<file path="src/rv_pkg.sv">
`default_nettype none

package rv_pkg;

    localparam int xlen = 32;

    // major opcodes, bits [6:0] of the instruction
    typedef enum logic [6:0] {
        opc_load   = 7'b000_0011,
        opc_store  = 7'b010_0011,
        opc_op     = 7'b011_0011,
        opc_op_imm = 7'b001_0011,
        opc_jal    = 7'b110_1111,
        opc_jalr   = 7'b110_0111,
        opc_branch = 7'b110_0011,
        opc_lui    = 7'b011_0111,
        opc_auipc  = 7'b001_0111
    } opcode_t;

    typedef enum logic [3:0] {
        st_idle,
        st_fetch,
        st_decode,
        st_mem_addr,
        st_mem_read,
        st_mem_wb,
        st_mem_write,
        st_exec_r,
        st_exec_i,
        st_alu_wb,
        st_jal,
        st_jalr,
        st_branch,
        st_lui,
        st_auipc
    } state_t;

    typedef enum logic [2:0] {
        alu_add,
        alu_arith_logic, // funct3 / funct7 bit 5 pick the operation
        alu_branch,      // funct3 picks the compare
        alu_lui,
        alu_auipc
    } alu_op_t;

    typedef enum logic [2:0] {imm_i, imm_s, imm_b, imm_u, imm_j, imm_none} imm_type_t;

    typedef enum logic [1:0] {src_a_pc, src_a_old_pc, src_a_rs1} src_a_t;

    typedef enum logic [1:0] {src_b_rs2, src_b_imm, src_b_four} src_b_t;

    typedef enum logic [1:0] {result_alu_out, result_data, result_alu} result_src_t;

    typedef enum logic {adr_pc, adr_result} adr_src_t;

endpackage

`default_nettype wire
</file>
<file path="src/rv_ctrl_if.sv">
`default_nettype none

interface rv_ctrl_if;
    import rv_pkg::*;

    adr_src_t    adr_src;
    logic        ir_write;
    src_a_t      alu_src_a;
    src_b_t      alu_src_b;
    alu_op_t     alu_op;
    imm_type_t   imm_type;
    result_src_t result_src;
    logic        pc_update;
    logic        branch;     // pc takes the stored target from alu_out
    logic        reg_write;

    opcode_t     op;          // opcode of the instruction register
    logic        take_branch; // compare result of the alu

    modport ctrl (
        output adr_src, ir_write, alu_src_a, alu_src_b, alu_op, imm_type,
        output result_src, pc_update, branch, reg_write,
        input  op, take_branch
    );

    modport dp (
        input  adr_src, ir_write, alu_src_a, alu_src_b, alu_op, imm_type,
        input  result_src, pc_update, branch, reg_write,
        output op, take_branch
    );

endinterface

`default_nettype wire

</file>
<file path="src/rv_core.sv">
`default_nettype none

module rv_core #(
    parameter logic [rv_pkg::xlen-1:0] reset_vector = '0
) (
    input  logic                    clk,
    input  logic                    arst_n,
    output logic                    mem_valid,
    input  logic                    mem_ready,
    output logic                    mem_we,
    output logic [rv_pkg::xlen-1:0] mem_addr,
    output logic [rv_pkg::xlen-1:0] mem_wdata,
    input  logic [rv_pkg::xlen-1:0] mem_rdata
);

    rv_ctrl_if ctrl_bus ();

    // sequencing and control decode
    rv_main_fsm fsm_inst (
        .clk       (clk),
        .arst_n    (arst_n),
        .ctrl      (ctrl_bus.ctrl),
        .mem_valid (mem_valid),
        .mem_we    (mem_we),
        .mem_ready (mem_ready)
    );

    rv_datapath #(
        .reset_vector (reset_vector)
    ) datapath_inst (
        .clk       (clk),
        .arst_n    (arst_n),
        .dp        (ctrl_bus.dp),
        .mem_addr  (mem_addr),
        .mem_wdata (mem_wdata),
        .mem_rdata (mem_rdata)
    );

endmodule

`default_nettype wire

</file>
<file path="src/rv_datapath.sv">
`default_nettype none

module rv_datapath #(
    parameter logic [rv_pkg::xlen-1:0] reset_vector = '0
) (
    input  logic                    clk,
    input  logic                    arst_n,
    rv_ctrl_if.dp                   dp,
    output logic [rv_pkg::xlen-1:0] mem_addr,
    output logic [rv_pkg::xlen-1:0] mem_wdata,
    input  logic [rv_pkg::xlen-1:0] mem_rdata
);
    import rv_pkg::*;

    logic [xlen-1:0] pc, old_pc, instr;
    logic [xlen-1:0] rs1_buf, rs2_buf, alu_out, data;
    logic [xlen-1:0] rdata1, rdata2, imm;
    logic [xlen-1:0] src_a, src_b, alu_result, result, pc_next;
    logic            funct7b5;

    assign dp.op = opcode_t'(instr[6:0]);

    // bit 30 selects sub/sra, but for op_imm only on the shifts
    assign funct7b5 = instr[30] && (dp.op == opc_op || instr[14:12] == 3'b101);

    always_comb begin
        unique case (dp.alu_src_a)
            src_a_pc:     src_a = pc;
            src_a_old_pc: src_a = old_pc;
            src_a_rs1:    src_a = rs1_buf;
            default:      src_a = '0;
        endcase
        unique case (dp.alu_src_b)
            src_b_rs2:  src_b = rs2_buf;
            src_b_imm:  src_b = imm;
            src_b_four: src_b = xlen'(4);
            default:    src_b = '0;
        endcase
        unique case (dp.result_src)
            result_alu_out: result = alu_out;
            result_data:    result = data;
            result_alu:     result = alu_result;
            default:        result = alu_out;
        endcase
    end

    // jumps and taken branches load the stored target, lsb cleared for jalr
    assign pc_next   = dp.branch ? {alu_out[xlen-1:1], 1'b0} : result;
    assign mem_addr  = (dp.adr_src == adr_result) ? result : pc;
    assign mem_wdata = rs2_buf;

    always_ff @(posedge clk or negedge arst_n) begin
        if (!arst_n) begin
            pc <= reset_vector;
        end else if (dp.pc_update) begin
            pc <= pc_next;
        end
    end

    always_ff @(posedge clk) begin
        if (dp.ir_write) begin
            old_pc <= pc;
            instr  <= mem_rdata;
        end
        rs1_buf <= rdata1;
        rs2_buf <= rdata2;
        alu_out <= alu_result;
        data    <= mem_rdata;
    end

    rv_regfile regfile_inst (
        .clk    (clk),
        .rs1    (instr[19:15]),
        .rs2    (instr[24:20]),
        .rd     (instr[11:7]),
        .we     (dp.reg_write),
        .wdata  (result),
        .rdata1 (rdata1),
        .rdata2 (rdata2)
    );

    rv_imm_gen imm_gen_inst (
        .instr    (instr),
        .imm_type (dp.imm_type),
        .imm      (imm)
    );

    rv_alu alu_inst (
        .a           (src_a),
        .b           (src_b),
        .alu_op      (dp.alu_op),
        .funct3      (instr[14:12]),
        .funct7b5    (funct7b5),
        .result      (alu_result),
        .take_branch (dp.take_branch)
    );

endmodule

`default_nettype wire

</file>
<file path="src/rv_main_fsm.sv">
`default_nettype none

module rv_main_fsm (
    input  logic   clk,
    input  logic   arst_n,
    rv_ctrl_if.ctrl ctrl,
    output logic   mem_valid,
    output logic   mem_we,
    input  logic   mem_ready
);
    import rv_pkg::*;

    state_t    state;
    state_t    next_state;
    imm_type_t mem_imm;

    // loads use the i format offset, stores the s format
    assign mem_imm = (ctrl.op == opc_store) ? imm_s : imm_i;

    always_ff @(posedge clk or negedge arst_n) begin
        if (!arst_n) begin
            state <= st_idle;
        end else begin
            state <= next_state;
        end
    end

    always_comb begin
        next_state = st_fetch;
        unique case (state)
            st_idle:   next_state = st_fetch;
            st_fetch:  next_state = mem_ready ? st_decode : st_fetch;
            st_decode: begin
                case (ctrl.op)
                    opc_load, opc_store: next_state = st_mem_addr;
                    opc_op:              next_state = st_exec_r;
                    opc_op_imm:          next_state = st_exec_i;
                    opc_jal:             next_state = st_jal;
                    opc_jalr:            next_state = st_jalr;
                    opc_branch:          next_state = st_branch;
                    opc_lui:             next_state = st_lui;
                    opc_auipc:           next_state = st_auipc;
                    default:             next_state = st_fetch; // unknown op, skip it
                endcase
            end
            st_mem_addr:  next_state = (ctrl.op == opc_store) ? st_mem_write : st_mem_read;
            st_mem_read:  next_state = mem_ready ? st_mem_wb : st_mem_read;
            st_mem_wb:    next_state = st_fetch;
            st_mem_write: next_state = mem_ready ? st_fetch : st_mem_write;
            st_exec_r, st_exec_i, st_lui, st_auipc: next_state = st_alu_wb;
            st_alu_wb:    next_state = st_fetch;
            st_jalr:      next_state = st_jal; // link and jump share the jal state
            st_jal:       next_state = st_fetch;
            st_branch:    next_state = st_fetch;
            default:      next_state = st_fetch;
        endcase
    end

    always_comb begin
        ctrl.adr_src    = adr_pc;
        ctrl.ir_write   = 1'b0;
        ctrl.alu_src_a  = src_a_pc;
        ctrl.alu_src_b  = src_b_rs2;
        ctrl.alu_op     = alu_add;
        ctrl.imm_type   = imm_none;
        ctrl.result_src = result_alu_out;
        ctrl.pc_update  = 1'b0;
        ctrl.branch     = 1'b0;
        ctrl.reg_write  = 1'b0;
        mem_valid       = 1'b0;
        mem_we          = 1'b0;

        unique case (state)
            st_fetch: begin
                // instr <- mem[pc], pc <- pc + 4
                mem_valid       = 1'b1;
                ctrl.ir_write   = mem_ready;
                ctrl.alu_src_b  = src_b_four;
                ctrl.result_src = result_alu;
                ctrl.pc_update  = mem_ready;
            end
            st_decode: begin
                // jump / branch target into alu_out
                ctrl.alu_src_a = src_a_old_pc;
                ctrl.alu_src_b = src_b_imm;
                case (ctrl.op)
                    opc_branch: ctrl.imm_type = imm_b;
                    opc_jal:    ctrl.imm_type = imm_j;
                    default:    ctrl.imm_type = imm_i;
                endcase
            end
            st_mem_addr, st_mem_read, st_mem_write: begin
                // address recomputed every cycle, so alu_out holds steady
                ctrl.alu_src_a  = src_a_rs1;
                ctrl.alu_src_b  = src_b_imm;
                ctrl.imm_type   = mem_imm;
                ctrl.adr_src    = adr_result;
                mem_valid       = (state != st_mem_addr);
                mem_we          = (state == st_mem_write);
            end
            st_mem_wb: begin
                ctrl.result_src = result_data;
                ctrl.reg_write  = 1'b1;
            end
            st_exec_r: begin
                ctrl.alu_src_a = src_a_rs1;
                ctrl.alu_op    = alu_arith_logic;
            end
            st_exec_i: begin
                ctrl.alu_src_a = src_a_rs1;
                ctrl.alu_src_b = src_b_imm;
                ctrl.alu_op    = alu_arith_logic;
                ctrl.imm_type  = imm_i;
            end
            st_lui, st_auipc: begin
                ctrl.alu_src_a = src_a_old_pc; // ignored for lui
                ctrl.alu_src_b = src_b_imm;
                ctrl.alu_op    = (state == st_lui) ? alu_lui : alu_auipc;
                ctrl.imm_type  = imm_u;
            end
            st_alu_wb:
                ctrl.reg_write = 1'b1;
            st_jalr: begin
                ctrl.alu_src_a = src_a_rs1;
                ctrl.alu_src_b = src_b_imm;
                ctrl.imm_type  = imm_i;
            end
            st_jal: begin
                // pc <- alu_out, rd <- old_pc + 4
                ctrl.alu_src_a  = src_a_old_pc;
                ctrl.alu_src_b  = src_b_four;
                ctrl.result_src = result_alu;
                ctrl.reg_write  = 1'b1;
                ctrl.pc_update  = 1'b1;
                ctrl.branch     = 1'b1;
            end
            st_branch: begin
                ctrl.alu_src_a = src_a_rs1;
                ctrl.alu_op    = alu_branch;
                ctrl.branch    = 1'b1;
                ctrl.pc_update = ctrl.take_branch; // only jump when the compare holds
            end
            default: ; // idle, everything inactive
        endcase
    end

endmodule

`default_nettype wire

</file>
<file path="src/rv_imm_gen.sv">
`default_nettype none

module rv_imm_gen (
    input  logic [rv_pkg::xlen-1:0] instr,
    input  rv_pkg::imm_type_t       imm_type,
    output logic [rv_pkg::xlen-1:0] imm
);
    import rv_pkg::*;

    logic sign;

    assign sign = instr[31];

    always_comb begin
        case (imm_type)
            imm_i: imm = {{20{sign}}, instr[31:20]};
            imm_s: imm = {{20{sign}}, instr[31:25], instr[11:7]};
            imm_b: imm = {{20{sign}}, instr[7], instr[30:25], instr[11:8], 1'b0};
            imm_u: imm = {instr[31:12], 12'b0}; // already shifted
            imm_j: imm = {{12{sign}}, instr[19:12], instr[20], instr[30:21], 1'b0};
            default: imm = '0; // imm_none
        endcase
    end

endmodule

`default_nettype wire

</file>
<file path="src/rv_regfile.sv">
`default_nettype none

module rv_regfile (
    input  logic                    clk,
    input  logic [4:0]              rs1,
    input  logic [4:0]              rs2,
    input  logic [4:0]              rd,
    input  logic                    we,
    input  logic [rv_pkg::xlen-1:0] wdata,
    output logic [rv_pkg::xlen-1:0] rdata1,
    output logic [rv_pkg::xlen-1:0] rdata2
);
    import rv_pkg::*;

    logic [xlen-1:0] regs [32];

    always_ff @(posedge clk) begin
        if (we && rd != 5'd0) begin // x0 never written
            regs[rd] <= wdata;
        end
    end

    // x0 reads as zero
    assign rdata1 = (rs1 == 5'd0) ? '0 : regs[rs1];
    assign rdata2 = (rs2 == 5'd0) ? '0 : regs[rs2];

endmodule

`default_nettype wire

</file>
<file path="src/rv_alu.sv">
`default_nettype none

module rv_alu (
    input  logic [rv_pkg::xlen-1:0] a,
    input  logic [rv_pkg::xlen-1:0] b,
    input  rv_pkg::alu_op_t         alu_op,
    input  logic [2:0]              funct3,
    input  logic                    funct7b5,
    output logic [rv_pkg::xlen-1:0] result,
    output logic                    take_branch
);
    import rv_pkg::*;

    logic cond;

    always_comb begin
        result = a + b;
        unique case (alu_op)
            alu_add, alu_auipc: result = a + b;
            alu_lui:            result = b;
            alu_branch:         result = a - b;
            alu_arith_logic: begin
                unique case (funct3)
                    3'b000: result = funct7b5 ? a - b : a + b;
                    3'b001: result = a << b[4:0];
                    3'b010: result = {{(xlen-1){1'b0}}, $signed(a) < $signed(b)};
                    3'b011: result = {{(xlen-1){1'b0}}, a < b};
                    3'b100: result = a ^ b;
                    3'b101: result = funct7b5 ? $unsigned($signed(a) >>> b[4:0]) : a >> b[4:0];
                    3'b110: result = a | b;
                    3'b111: result = a & b;
                endcase
            end
            default: result = a + b;
        endcase
    end

    // branch compare by funct3
    always_comb begin
        case (funct3)
            3'b000:  cond = (a == b);
            3'b001:  cond = (a != b);
            3'b100:  cond = $signed(a) < $signed(b);
            3'b101:  cond = $signed(a) >= $signed(b);
            3'b110:  cond = a < b;
            3'b111:  cond = a >= b;
            default: cond = 1'b0;
        endcase
    end

    assign take_branch = (alu_op == alu_branch) && cond;

endmodule

`default_nettype wire

</file>
<file path="config.mk">
export PLATFORM = sky130hd
export DESIGN_NAME = rv_core
export DESIGN_NICKNAME = d
export VERILOG_FILES = /design/src/rv_pkg.sv /design/src/rv_ctrl_if.sv /design/src/rv_core.sv /design/src/rv_datapath.sv /design/src/rv_main_fsm.sv /design/src/rv_imm_gen.sv /design/src/rv_regfile.sv /design/src/rv_alu.sv
export SDC_FILE = /design/constraint.sdc
export NUM_CORES = 2
export LEC_CHECK = 0
export ABC_AREA = 1
export ABC_CLOCK_PERIOD_IN_PS = 5300
export BUFFER_PORTS_ARGS = -buffer_cell sky130_fd_sc_hd__buf_2
export CAP_MARGIN = 30
export CORE_MARGIN = 3
export CORE_UTILIZATION = 40
export CTS_BUF_LIST = sky130_fd_sc_hd__clkbuf_4 sky130_fd_sc_hd__clkbuf_8
export DETAILED_ROUTE_END_ITERATION = 16
export SETUP_SLACK_MARGIN = 0.15
export SLEW_MARGIN = 20
export SYNTH_ARGS = -nofsm -noshare
export SYNTH_HDL_FRONTEND = slang
export SYNTH_SLANG_ARGS = --single-unit
export TNS_END_PERCENT = 100
</file>
<file path="constraint.sdc">
create_clock -name clk -period 5.3 [get_ports clk]
set_input_delay 0.795 -clock clk [delete_from_list [all_inputs] [get_ports clk]]
set_output_delay 0.795 -clock clk [all_outputs]
set_load 0.02 [all_outputs]
</file>
==> metrics.txt <==
status finished with violations; failing checks setup timing; RSZ-0062 raised after global routing yes; cell mode on critical path buf_4; Final setup viols 44; largest net degree at the start of global routing 197; Fmax achieved between 150 and 200 MHz; first-pass GRT wire length 456700 um; deepest clock path buffer count 3; Final WS setup -1.260 ns; gr usage total 35.82%; P&R area growth vs syn 28.58%; drt total wl 329200 um; share of flip-flops with an asynchronous set or reset between 2 and 3%; # nets final 8837; number of synthesized flops with an enable pin 1088; boundary pin count 101; drt drc 0; core outline area between 0.15 and 0.2 mm2; post-route minimum period 6.560 ns; commonest non-fill, non-tap cells in the layout nor2_1 (1159), o21ai_0 (1141), edfxtp_1 (1088); hold crit path type in -> reg; Final HPWL DP about 200000 um; Mapped Area about 0.07 mm2; Die Span Y between 400 and 500 um; initial core utilization 40.52%; Tcrit/Tclk final 123.8%; die area between 0.15 and 0.2 mm2; Setup crit end kind primary output; prevailing post-synth register cell edfxtp_1; sequential area share after synthesis between 50% and 60%; Synthesis Warnings 0; Crit-path slowest cell dfrtp_2; Placed Cells 10540; CP Max Fanout 5; I/O Buffers 100; Routed Antenna Nets 0; hold slack 0.2053 ns; Mean Syn Cell Area 8.722 um2; Fin. Hold Viols 0; Avg WL per Cell about 30 um; final core utilization 52.10%; max-cap viol count 0; initial antenna violation count 12; vias in the first global route 65040; Congestion Overflow GR 0; # rows 150; share of cells above drive strength 1 25.61%; H-tree depth 4; CP max stage delay roughly 0.46 ns; Setup CP Type reg -> out; total iterations of the first detailed-routing run 9; routability cong. 1.092; pre-CTS WS -0.8431 ns; WP data arrival 5.77 ns; slew margin rel. 20.94%; #FFs+latches synth ~1300; Final Max Slew Viols 0; Num CTS Buffers roughly 210; Iter 0 DRT Violations 10980; Least-Margin Pin Slew between 1 and 1.5 ns; Final Skew 0.04858 ns; clock latency on the worst-skew pair 1.00 ns; Clock Sinks 1252; worst endpoint required time 4.51 ns; library cells used by synthesis 57; DR vias 69670; gate count after technology mapping 7812; vias per cell 6.281; Die Span X 418.7 um; CTS tree built; Post-Layout Cell Count 11090; Clock Root Buffer clkbuf_8; most common cell after layout, fill and taps aside nor2_1; Worst-path clk slew 0.07 ns; Worst setup SP type flip-flop
-- final timing paths --
path / startpoint / to / slack, ns / cells after the start
setup / recovery: fsm_inst.state[3] / mem_addr[22] / -1.26 / 32
hold reg to reg: datapath_inst.pc[19] / datapath_inst.old_pc[19] / 0.52 / 0
min in group asynchronous: arst_n / datapath_inst.pc[28] / 0.48 / 3
setup reg to reg: fsm_inst.state[2] / datapath_inst.pc[27] / -0.07 / 32
hold / removal: mem_ready / fsm_inst.state[0] / 0.21 / 2
max in group asynchronous: arst_n / fsm_inst.state[0] / 4.24 / 3
-- flip-flops by register name, indices dropped and copies added (netlist names) --
name                             cells
datapath_inst.data                  32
datapath_inst.old_pc                32
datapath_inst.regfile_inst.regs   1024
datapath_inst.rs1_buf               32
datapath_inst.pc                    32
datapath_inst.mem_wdata             32
datapath_inst.alu_out               32
fsm_inst.state                       4
datapath_inst.instr                 32
-- Yosys cell counts, types with 9 or more instances --
cell type,number,share of area [%]
dfxtp_1,128,3.8
o22ai_1,95,0.87
nand4_1,28,0.26
o211ai_1,64,0.71
ha_1,99,1.8
nand3_1,570,4.2
clkbuf_1,495,2.7
o2111ai_1,9,0.12
buf_2,55,0.40
a21oi_1,307,2.3
inv_2,27,0.15
a211oi_1,18,0.20
xor2_1,44,0.57
o21ai_0,1187,8.7
o21ai_1,68,0.50
o21bai_1,14,0.15
a21boi_0,28,0.31
o221ai_1,372,4.8
edfxtp_1,1088,48
buf_1,35,0.19
nor2_1,1250,6.9
nand2_1,1137,6.3
nor4_1,10,0.092
clkinv_1,11,0.061
nor2_2,32,0.29
a31oi_1,83,0.76
dfrtp_1,36,1.3
inv_1,393,2.2
nor3_1,21,0.15
buf_4,10,0.11
a221oi_1,24,0.31
-- through the flow --
stage / TNS, ns / instance area (um2)
finish: -33.30 / 87600
floorplan: 0 / 68260
global placement: -56.95 / 77780
CTS: -33.65 / 84440
global route: -53.74 / 87590
detailed placement: -70.05 / 77830
-- cell families (layout without fill, tap and decap cells) --
family                     count (synthesis)  count (layout)  synth area share (%)
AOI/OAI and AO/OA                       2305            2305                 20.18
xor gates and xnor gates                  45              45                0.5785
adders and majority gates                101             101                 1.877
buffers and inverters                   1029            2068                 5.858
DFF                                     1252            1252                 53.04
other                                      1              38              0.005504
and+or+nand+nor                         3079            3079                 18.47
-- cell type report --
cell class	count	area, um2
Tap cell	2204	2758
Inverter	431	1715
Antenna cell	6	15.01
Sequential cell	1252	36140
Clock buffer	311	3786
Clock inverter	80	588.1
Timing Repair Buffer	1246	11080
Multi-Input combinational cell	5562	31520
Fill cell	15400	80560
-- layer usage --
metal | global-route usage [%] | routed length (um) | part of all wire, % | vias to the layer above
li1 | - | - | - | 29670
met1 | 47.98 | 124100 | 38 | 33530
met2 | 52.06 | 137900 | 42 | 5321
met3 | 9.127 | 42760 | 13 | 1152
met4 | 21.70 | 24330 | 7.4 | 8
met5 | 0 | 46 | 0.014 | -
-- critical path: cells and delay by family, from the launching register on --
| kind | cells | cell delay, ns |
|---|---|---|
| simple gates | 11 | 1.02 |
| fa+ha+maj | 1 | 0.26 |
| compound gates | 6 | 1.01 |
| xor+xnor | 1 | 0.17 |
| buf+inv | 13 | 1.84 |
| flops | 1 | 0.46 |
-- what timing repair did --
| item | CTS | global route |
|---|---|---|
| endpoints found under the setup margin | 704 | 615 |
| setup buffers | 33 | 78 |
| cloned | 0 | 16 |
| gates resized for setup | 435 | 536 |
| endpoints found under the hold margin | 86 | 0 |
| pin swaps | 84 | 231 |
| hold buffers | 33 | 0 |
Power is not shown: default switching activity piles up to over one toggle a cycle in this logic, so the estimate is an artifact.
